[config.mk]
export PLATFORM = sky130hd
export DESIGN_NAME = decode_pipe
export DESIGN_NICKNAME = d
export VERILOG_FILES = /design/src/isa_pkg.sv /design/src/ctrl_pkg.sv /design/src/field_stage.sv /design/src/ctrl_stage.sv /design/src/decode_pipe.sv
export VERILOG_INCLUDE_DIRS = /design/src
export SDC_FILE = /design/constraint.sdc
export NUM_CORES = 1
export LEC_CHECK = 0
export BUFFER_PORTS_ARGS = -buffer_cell sky130_fd_sc_hd__buf_2
export CAP_MARGIN = 20
export CORE_MARGIN = 10
export CORE_UTILIZATION = 45
export CTS_CLUSTER_SIZE = 12
export DETAILED_ROUTE_END_ITERATION = 16
export PLACE_DENSITY = 0.79
export SYNTH_ARGS = -nofsm -noshare
export SYNTH_HDL_FRONTEND = slang
export SYNTH_HIERARCHICAL = 1
export SYNTH_SLANG_ARGS = --single-unit
[constraint.sdc]
create_clock -name clk -period 4.25 [get_ports clk]
set_input_delay 0.2125 -clock clk [delete_from_list [all_inputs] [get_ports clk]]
set_output_delay 0.2125 -clock clk [all_outputs]
set_load 0.02 [all_outputs]
[src/decode_cfg.svh]
`ifndef DECODE_CFG_SVH
`define DECODE_CFG_SVH

`define DEC_INSTR_W    32
`define DEC_OP_W       6
`define DEC_FUNCT_W    6
`define DEC_REG_W      5
`define DEC_IMM_W      16
`define DEC_LINK_REG   5'd31

// LSB of each field in the instruction word
`define DEC_OP_LSB     26
`define DEC_RS_LSB     21
`define DEC_RT_LSB     16
`define DEC_RD_LSB     11
`define DEC_SH_LSB     6

`define DEC_OP_SPECIAL 6'b000000
`define DEC_OP_REGIMM  6'b000001
`define DEC_OP_J       6'b000010
`define DEC_OP_JAL     6'b000011
`define DEC_OP_BEQ     6'b000100
`define DEC_OP_BNE     6'b000101
`define DEC_OP_BLEZ    6'b000110
`define DEC_OP_BGTZ    6'b000111
`define DEC_OP_ADDI    6'b001000
`define DEC_OP_ADDIU   6'b001001
`define DEC_OP_SLTI    6'b001010
`define DEC_OP_SLTIU   6'b001011
`define DEC_OP_ANDI    6'b001100
`define DEC_OP_ORI     6'b001101
`define DEC_OP_XORI    6'b001110
`define DEC_OP_LUI     6'b001111
`define DEC_OP_LB      6'b100000
`define DEC_OP_LH      6'b100001
`define DEC_OP_LW      6'b100011
`define DEC_OP_LBU     6'b100100
`define DEC_OP_LHU     6'b100101
`define DEC_OP_SB      6'b101000
`define DEC_OP_SH      6'b101001
`define DEC_OP_SW      6'b101011

`define DEC_FN_SLL     6'b000000
`define DEC_FN_SRL     6'b000010
`define DEC_FN_SRA     6'b000011
`define DEC_FN_SLLV    6'b000100
`define DEC_FN_SRLV    6'b000110
`define DEC_FN_SRAV    6'b000111
`define DEC_FN_JR      6'b001000
`define DEC_FN_JALR    6'b001001
`define DEC_FN_MFHI    6'b010000
`define DEC_FN_MTHI    6'b010001
`define DEC_FN_MFLO    6'b010010
`define DEC_FN_MTLO    6'b010011
`define DEC_FN_MULT    6'b011000
`define DEC_FN_MULTU   6'b011001
`define DEC_FN_DIV     6'b011010
`define DEC_FN_DIVU    6'b011011
`define DEC_FN_ADD     6'b100000
`define DEC_FN_ADDU    6'b100001
`define DEC_FN_SUB     6'b100010
`define DEC_FN_SUBU    6'b100011
`define DEC_FN_AND     6'b100100
`define DEC_FN_OR      6'b100101
`define DEC_FN_XOR     6'b100110
`define DEC_FN_NOR     6'b100111
`define DEC_FN_SLT     6'b101010
`define DEC_FN_SLTU    6'b101011

// Branch function, carried in the rt field
`define DEC_RI_BLTZ    5'b00000
`define DEC_RI_BGEZ    5'b00001
`define DEC_RI_BLTZAL  5'b10000
`define DEC_RI_BGEZAL  5'b10001

`endif

[src/isa_pkg.sv]
`include "decode_cfg.svh"

package isa_pkg;

    typedef logic [`DEC_INSTR_W-1:0] instr_t;
    typedef logic [`DEC_OP_W-1:0]    opcode_t;
    typedef logic [`DEC_FUNCT_W-1:0] funct_t;
    typedef logic [`DEC_REG_W-1:0]   reg_idx_t;
    typedef logic [`DEC_IMM_W-1:0]   imm_t;

    typedef struct packed {
        opcode_t               opcode;
        reg_idx_t              rs;
        reg_idx_t              rt;      // Branch function for REGIMM
        reg_idx_t              rd;
        logic [`DEC_REG_W-1:0] shamt;
        funct_t                funct;
        imm_t                  imm;     // Overlaps rd, shamt and funct
    } instr_fields_t;

    // One-hot format of the opcode
    typedef struct packed {
        logic is_special;
        logic is_regimm;
        logic is_alu_imm;
        logic is_lui;
        logic is_branch_op;
        logic is_jump_op;
        logic is_load;
        logic is_store;
        logic is_other;         // Any opcode not decoded
    } instr_class_t;

    typedef struct packed {
        instr_fields_t fields;
        instr_class_t  iclass;
    } field_beat_t;

endpackage

[src/ctrl_pkg.sv]
package ctrl_pkg;

    import isa_pkg::*;

    typedef enum logic [2:0] {
        ALU_ADD, ALU_SUB, ALU_SLT, ALU_SLTU,
        ALU_AND, ALU_NOR, ALU_OR, ALU_XOR
    } alu_func_t;

    typedef enum logic [2:0] {
        BR_BEQ, BR_BNE, BR_BGEZ, BR_BGTZ,
        BR_BLEZ, BR_BLTZ, BR_BGEZAL, BR_BLTZAL
    } branch_t;

    typedef enum logic [1:0] {SFT_LUI, SFT_SLL, SFT_SRA, SFT_SRL} sft_func_t;
    typedef enum logic [1:0] {OUT_ALU, OUT_SHIFT, OUT_HI, OUT_LO} out_sel_t;
    typedef enum logic [1:0] {JMP_J, JMP_JR, JMP_JAL, JMP_JALR} jump_t;
    typedef enum logic [1:0] {MEM_BYTE, MEM_HALF, MEM_WORD} mem_size_t;
    typedef enum logic [1:0] {HILO_MUL, HILO_DIV, HILO_MOVE} hilo_sel_t;

    typedef struct packed {
        logic      reg_write;
        reg_idx_t  dest_reg;        // rd, rt or r31
        alu_func_t alu_func;
        logic      alu_srcb_rt;     // Else the immediate
        logic      imm_sign;
        logic      intovf_en;
        sft_func_t sft_func;
        logic      sft_srca_imm;
        logic      sft_srcb_rs;     // Else shamt
        out_sel_t  out_sel;
        logic      is_branch;
        branch_t   branch;
        logic      is_jump;
        jump_t     jump;
        logic      link;
        logic      mem_req;
        logic      mem_wr;
        mem_size_t mem_size;
        logic      rdata_sign;
        logic      mem_to_reg;
        logic      mul_en;
        logic      mul_sign;
        logic      div_en;
        logic      div_sign;
        logic      hi_wen;
        logic      lo_wen;
        hilo_sel_t hi_sel;
        hilo_sel_t lo_sel;
        logic      reserved;
    } decode_ctrl_t;

endpackage

[src/field_stage.sv]
`timescale 1ns/10ps
`include "decode_cfg.svh"

module field_stage
    import isa_pkg::*;
(
    input  logic        clk,
    input  logic        arst_n,
    input  logic        in_valid,
    output logic        in_ready,
    input  instr_t      in_instr,
    output logic        mid_valid,
    input  logic        mid_ready,
    output field_beat_t mid_beat
);

    instr_fields_t fld;
    instr_class_t  cls;

    always_comb
    begin
        fld.opcode = in_instr[`DEC_OP_LSB +: `DEC_OP_W];
        fld.rs     = in_instr[`DEC_RS_LSB +: `DEC_REG_W];
        fld.rt     = in_instr[`DEC_RT_LSB +: `DEC_REG_W];
        fld.rd     = in_instr[`DEC_RD_LSB +: `DEC_REG_W];
        fld.shamt  = in_instr[`DEC_SH_LSB +: `DEC_REG_W];
        fld.funct  = in_instr[`DEC_FUNCT_W-1:0];
        fld.imm    = in_instr[`DEC_IMM_W-1:0];
    end

    always_comb
    begin
        cls = '0;
        case (fld.opcode)
            `DEC_OP_SPECIAL: cls.is_special = 1'b1;
            `DEC_OP_REGIMM:  cls.is_regimm  = 1'b1;
            `DEC_OP_LUI:     cls.is_lui     = 1'b1;
            `DEC_OP_ADDI, `DEC_OP_ADDIU, `DEC_OP_SLTI, `DEC_OP_SLTIU,
            `DEC_OP_ANDI, `DEC_OP_ORI, `DEC_OP_XORI:
                cls.is_alu_imm = 1'b1;
            `DEC_OP_BEQ, `DEC_OP_BNE, `DEC_OP_BLEZ, `DEC_OP_BGTZ:
                cls.is_branch_op = 1'b1;
            `DEC_OP_J, `DEC_OP_JAL:
                cls.is_jump_op = 1'b1;
            `DEC_OP_LB, `DEC_OP_LH, `DEC_OP_LW, `DEC_OP_LBU, `DEC_OP_LHU:
                cls.is_load = 1'b1;
            `DEC_OP_SB, `DEC_OP_SH, `DEC_OP_SW:
                cls.is_store = 1'b1;
            default:
                cls.is_other = 1'b1;    // Dropped or unknown opcode
        endcase
    end

    assign in_ready = !mid_valid || mid_ready;    // Empty or draining

    always_ff @(posedge clk or negedge arst_n)
    begin
        if (!arst_n)
            mid_valid <= 1'b0;
        else if (in_ready)
            mid_valid <= in_valid;
    end

    always_ff @(posedge clk)
    begin
        if (in_valid && in_ready)
            mid_beat <= '{fields: fld, iclass: cls};
    end

endmodule

[src/ctrl_stage.sv]
`timescale 1ns/10ps
`include "decode_cfg.svh"

module ctrl_stage
    import isa_pkg::*;
    import ctrl_pkg::*;
(
    input  logic         clk,
    input  logic         arst_n,
    input  logic         mid_valid,
    output logic         mid_ready,
    input  field_beat_t  mid_beat,
    output logic         out_valid,
    input  logic         out_ready,
    output decode_ctrl_t out_ctrl
);

    instr_fields_t fld;
    instr_class_t  cls;
    decode_ctrl_t  ctrl_d;

    function automatic alu_func_t alu_of_funct(funct_t fn);
        case (fn)
            `DEC_FN_SUB, `DEC_FN_SUBU: return ALU_SUB;
            `DEC_FN_SLT:               return ALU_SLT;
            `DEC_FN_SLTU:              return ALU_SLTU;
            `DEC_FN_AND:               return ALU_AND;
            `DEC_FN_NOR:               return ALU_NOR;
            `DEC_FN_OR:                return ALU_OR;
            `DEC_FN_XOR:               return ALU_XOR;
            default:                   return ALU_ADD;
        endcase
    endfunction

    function automatic alu_func_t alu_of_op(opcode_t op);
        case (op)
            `DEC_OP_SLTI:  return ALU_SLT;
            `DEC_OP_SLTIU: return ALU_SLTU;
            `DEC_OP_ANDI:  return ALU_AND;
            `DEC_OP_ORI:   return ALU_OR;
            `DEC_OP_XORI:  return ALU_XOR;
            default:       return ALU_ADD;
        endcase
    endfunction

    assign fld = mid_beat.fields;
    assign cls = mid_beat.iclass;

    always_comb
    begin
        ctrl_d = '0;
        case (1'b1)
            cls.is_special:
            begin
                case (fld.funct)
                    `DEC_FN_ADD, `DEC_FN_ADDU, `DEC_FN_SUB, `DEC_FN_SUBU, `DEC_FN_SLT,
                    `DEC_FN_SLTU, `DEC_FN_AND, `DEC_FN_OR, `DEC_FN_XOR, `DEC_FN_NOR:
                    begin
                        ctrl_d.reg_write   = 1'b1;
                        ctrl_d.dest_reg    = fld.rd;
                        ctrl_d.alu_func    = alu_of_funct(fld.funct);
                        ctrl_d.alu_srcb_rt = 1'b1;
                        ctrl_d.intovf_en   = (fld.funct == `DEC_FN_ADD) ||
                                             (fld.funct == `DEC_FN_SUB);
                    end
                    `DEC_FN_SLL, `DEC_FN_SRL, `DEC_FN_SRA,
                    `DEC_FN_SLLV, `DEC_FN_SRLV, `DEC_FN_SRAV:
                    begin
                        ctrl_d.reg_write   = 1'b1;
                        ctrl_d.dest_reg    = fld.rd;
                        ctrl_d.out_sel     = OUT_SHIFT;
                        ctrl_d.sft_func    = fld.funct[0] ? SFT_SRA :
                                             (fld.funct[1] ? SFT_SRL : SFT_SLL);
                        ctrl_d.sft_srcb_rs = fld.funct[2];    // Variable forms
                    end
                    `DEC_FN_JR:
                    begin
                        ctrl_d.is_jump = 1'b1;
                        ctrl_d.jump    = JMP_JR;
                    end
                    `DEC_FN_JALR:
                    begin
                        ctrl_d.is_jump   = 1'b1;
                        ctrl_d.jump      = JMP_JALR;
                        ctrl_d.link      = 1'b1;
                        ctrl_d.reg_write = 1'b1;
                        ctrl_d.dest_reg  = fld.rd;
                    end
                    `DEC_FN_MFHI, `DEC_FN_MFLO:
                    begin
                        ctrl_d.reg_write = 1'b1;
                        ctrl_d.dest_reg  = fld.rd;
                        ctrl_d.out_sel   = fld.funct[1] ? OUT_LO : OUT_HI;
                    end
                    `DEC_FN_MTHI:
                    begin
                        ctrl_d.hi_wen = 1'b1;
                        ctrl_d.hi_sel = HILO_MOVE;
                    end
                    `DEC_FN_MTLO:
                    begin
                        ctrl_d.lo_wen = 1'b1;
                        ctrl_d.lo_sel = HILO_MOVE;
                    end
                    `DEC_FN_MULT, `DEC_FN_MULTU, `DEC_FN_DIV, `DEC_FN_DIVU:
                    begin
                        ctrl_d.alu_srcb_rt = 1'b1;
                        ctrl_d.hi_wen      = 1'b1;
                        ctrl_d.lo_wen      = 1'b1;
                        ctrl_d.mul_en      = !fld.funct[1];
                        ctrl_d.mul_sign    = (fld.funct == `DEC_FN_MULT);
                        ctrl_d.div_en      = fld.funct[1];
                        ctrl_d.div_sign    = (fld.funct == `DEC_FN_DIV);
                        ctrl_d.hi_sel      = fld.funct[1] ? HILO_DIV : HILO_MUL;
                        ctrl_d.lo_sel      = fld.funct[1] ? HILO_DIV : HILO_MUL;
                    end
                    default:
                        ctrl_d.reserved = 1'b1;
                endcase
            end
            cls.is_regimm:
            begin
                ctrl_d.is_branch = 1'b1;
                case (fld.rt)
                    `DEC_RI_BLTZ:   ctrl_d.branch = BR_BLTZ;
                    `DEC_RI_BGEZ:   ctrl_d.branch = BR_BGEZ;
                    `DEC_RI_BLTZAL: ctrl_d.branch = BR_BLTZAL;
                    `DEC_RI_BGEZAL: ctrl_d.branch = BR_BGEZAL;
                    default:
                    begin
                        ctrl_d.is_branch = 1'b0;
                        ctrl_d.reserved  = 1'b1;
                    end
                endcase
                if (ctrl_d.is_branch && fld.rt[4])    // AL forms write the return address
                begin
                    ctrl_d.link      = 1'b1;
                    ctrl_d.reg_write = 1'b1;
                    ctrl_d.dest_reg  = `DEC_LINK_REG;
                end
            end
            cls.is_alu_imm:
            begin
                ctrl_d.reg_write = 1'b1;
                ctrl_d.dest_reg  = fld.rt;
                ctrl_d.alu_func  = alu_of_op(fld.opcode);
                ctrl_d.imm_sign  = !fld.opcode[2];    // ANDI/ORI/XORI zero-extend
                ctrl_d.intovf_en = (fld.opcode == `DEC_OP_ADDI);
            end
            cls.is_lui:
            begin
                ctrl_d.reg_write    = 1'b1;
                ctrl_d.dest_reg     = fld.rt;
                ctrl_d.out_sel      = OUT_SHIFT;
                ctrl_d.sft_srca_imm = 1'b1;
            end
            cls.is_branch_op:
            begin
                ctrl_d.is_branch = 1'b1;
                case (fld.opcode)
                    `DEC_OP_BEQ:  ctrl_d.branch = BR_BEQ;
                    `DEC_OP_BNE:  ctrl_d.branch = BR_BNE;
                    `DEC_OP_BLEZ: ctrl_d.branch = BR_BLEZ;
                    default:      ctrl_d.branch = BR_BGTZ;
                endcase
            end
            cls.is_jump_op:
            begin
                ctrl_d.is_jump = 1'b1;
                if (fld.opcode == `DEC_OP_JAL)
                begin
                    ctrl_d.jump      = JMP_JAL;
                    ctrl_d.link      = 1'b1;
                    ctrl_d.reg_write = 1'b1;
                    ctrl_d.dest_reg  = `DEC_LINK_REG;
                end
            end
            cls.is_load, cls.is_store:
            begin
                ctrl_d.mem_req    = 1'b1;
                ctrl_d.imm_sign   = 1'b1;
                ctrl_d.mem_wr     = cls.is_store;
                ctrl_d.mem_size   = fld.opcode[1] ? MEM_WORD :
                                    (fld.opcode[0] ? MEM_HALF : MEM_BYTE);
                ctrl_d.rdata_sign = cls.is_load && !fld.opcode[2];    // LB, LH, LW
                ctrl_d.mem_to_reg = cls.is_load;
                ctrl_d.reg_write  = cls.is_load;
                ctrl_d.dest_reg   = cls.is_load ? fld.rt : '0;
            end
            cls.is_other:
                ctrl_d.reserved = 1'b1;
        endcase
    end

    assign mid_ready = !out_valid || out_ready;

    always_ff @(posedge clk or negedge arst_n)
    begin
        if (!arst_n)
            out_valid <= 1'b0;
        else if (mid_ready)
            out_valid <= mid_valid;
    end

    always_ff @(posedge clk)
    begin
        if (mid_valid && mid_ready)
            out_ctrl <= ctrl_d;
    end

endmodule

[src/decode_pipe.sv]
`timescale 1ns/10ps

module decode_pipe
    import isa_pkg::*;
    import ctrl_pkg::*;
(
    input  logic         clk,
    input  logic         arst_n,
    input  logic         in_valid,
    output logic         in_ready,
    input  instr_t       in_instr,
    output logic         out_valid,
    input  logic         out_ready,
    output decode_ctrl_t out_ctrl
);

    logic        mid_valid;
    logic        mid_ready;
    field_beat_t mid_beat;    // Fields and format class

    field_stage u_field (
        .clk       (clk),
        .arst_n    (arst_n),
        .in_valid  (in_valid),
        .in_ready  (in_ready),
        .in_instr  (in_instr),
        .mid_valid (mid_valid),
        .mid_ready (mid_ready),
        .mid_beat  (mid_beat)
    );

    ctrl_stage u_ctrl (
        .clk       (clk),
        .arst_n    (arst_n),
        .mid_valid (mid_valid),
        .mid_ready (mid_ready),
        .mid_beat  (mid_beat),
        .out_valid (out_valid),
        .out_ready (out_ready),
        .out_ctrl  (out_ctrl)
    );

endmodule

==> impl_metrics.env <==
export IMPL_outcome="complete, no violations"
export IMPL_num_rows=31
export IMPL_required_ns=4.34
export IMPL_cts_root_buf="clkbuf_8"
export IMPL_period_share_pct=49.2
export IMPL_crit_type="register to register"
export IMPL_hold_class="input pin to register"
export IMPL_ant_nets=0
export IMPL_min_period_ns=2.09
export IMPL_final_nets=350
export IMPL_syn_inst=253
export IMPL_dieArea_um2=11300
export IMPL_hpwl_um=5040
export IMPL_grt_max_degree=43
export IMPL_drt_iter0_markers=137
export IMPL_cts_resized=0
export IMPL_clockBufferDepth=2
export IMPL_utilization_pct=53.8
export IMPL_gr_total_overflow=0
export IMPL_fin_worst_skew_ns=0.00985
export IMPL_fill_cells=616
export IMPL_multi_input_area_um2=945
export IMPL_htree_levels=3
export IMPL_mostFrequentLayoutCells="73 x edfxtp_1, 70 x buf_2, 20 x nor2_1"
export IMPL_grt_pass1_vias=2124
export IMPL_wl_per_cell_um=16.5
export IMPL_setup_slack_ns=2.16
export IMPL_cts_tree="done"
export IMPL_setup_tns_ns=0
export IMPL_initial_core_util_pct=46.2
export IMPL_design_core_area_um2=7250
export IMPL_cts_buffers=9
export IMPL_worstSetupEndpointType="register"
export IMPL_start_kind="register"
export IMPL_syn_area_um2=3350
export IMPL_portBuffers=70
export IMPL_cts_sinks=75
export IMPL_cts_clk_slew_worst_paths_ns=0.07
export IMPL_post_cts_buffers=0
export IMPL_hold_path_depth=1
export IMPL_firstDrtPassIters=5
export IMPL_die_x_um=106
export IMPL_slew_viol_final=0
export IMPL_max_freq_ghz=0.478
export IMPL_p_leak_nw=1.53
export IMPL_vias_per_cell=5.37
export IMPL_hold_viol=0
export IMPL_antenna_cells=0
export IMPL_track_usage_pct=12.2
export IMPL_slew_headroom_pct=38.3
export IMPL_reg2reg_slack_ns=2.16
export IMPL_rsz0062_at_grt="no"
export IMPL_antenna_found_initial=0
export IMPL_clock_latency_ns=0.34
export IMPL_drt_total_wl_um=6890
export IMPL_seq_area_um2=2240
export IMPL_avgSynthCellArea_um2=13.3
export IMPL_pre_cts_slack_ns=2.17
export IMPL_cap_violations=0
export IMPL_final_common_cell="edfxtp_1"
export IMPL_grt_pass1_wl_um=10800
export IMPL_drive_above_1_share_pct=29.8
export IMPL_finalPower_mw=1.58
export IMPL_ir_worst_vdd_uv=200
export IMPL_place_gp_congestion=0.818
export IMPL_drc=0
export IMPL_arrival_ns=2.18
export IMPL_critPathMaxFanout=15
export IMPL_area_delta_synth_final_pct=16.2
export IMPL_hold_buffers=1
export IMPL_final_setup_viol_count=0
export IMPL_die_h_um=106
export IMPL_ios=81
export IMPL_synthesis_nets=289
export IMPL_r2r_cells=4
export IMPL_via_count=2244
export IMPL_p_per_area_nw_per_um2=406
export IMPL_tightest_slew_ns=0.926
export IMPL_yosys_warnings=6
-- power breakdown --
part           switching, mW  total [mW]  leakage, nW  internal [mW]
clock                  0.237       0.500       0.0915          0.263
sequential            0.0335       0.904        0.745          0.871
combinational          0.117       0.177        0.691         0.0599
total                  0.388        1.58         1.53           1.19
-- flip-flops by register name (all words and copies together) (netlist names) --
| name | flops |
|---|---|
| u_ctrl/out_ctrl | 42 |
| u_ctrl/out_valid | 1 |
| u_field/mid_beat | 31 |
| u_field/mid_valid | 1 |
-- cell type report --
class / instances / share of cell area, %
Multi-Input combinational cell: 146 / 24.2
Clock buffer: 9 / 3.18
Inverter: 10 / 0.963
Timing Repair Buffer: 72 / 9.44
Clock inverter: 7 / 1.51
Tap cell: 99 / 3.18
Sequential cell: 75 / 57.5
-- final timing paths --
check	start	to
min	in_instr[13]	u_field/mid_beat[38]$_DFFE_PP_
min in group asynchronous	arst_n	u_ctrl/out_valid$_DFFE_PN0N_
max reg2reg	u_field/mid_beat[25]$_DFFE_PP_	u_ctrl/out_ctrl[37]$_DFFE_PP_
min reg2reg	u_field/mid_valid$_DFFE_PN0N_	u_ctrl/out_valid$_DFFE_PN0N_
max	u_field/mid_beat[25]$_DFFE_PP_	u_ctrl/out_ctrl[37]$_DFFE_PP_
max in group asynchronous	arst_n	u_field/mid_valid$_DFFE_PN0N_
-- per-layer routing --
| layer | part of all wire, % | routed length, µm | global-route usage, % |
|---|---|---|---|
| met5 | 0 | 0 | 0 |
| met4 | 0.80 | 55 | 3.48 |
| met3 | 10 | 699 | 7.00 |
| met2 | 50 | 3450 | 19.8 |
| met1 | 39 | 2690 | 13.5 |
-- metrics by stage --
step | instance area, µm² | hold WS, ns | cells
global placement | 3710 | -0.00323 | 401
global route | 3900 | 0.00738 | 418
detailed placement | 3710 | 0.000615 | 401
floorplan | 3350 | -0.0831 | 253
finish | 3900 | 0.0377 | 418
CTS | 3900 | 0.0251 | 418
-- critical path, cell delays in order (launching register included) --
cell and delay [ns]:
edfxtp_1 0.60, nor2b_1 0.27, and3_4 0.20, o311a_4 0.42
a221o_1 0.36
(Power assumes the default switching activity.)
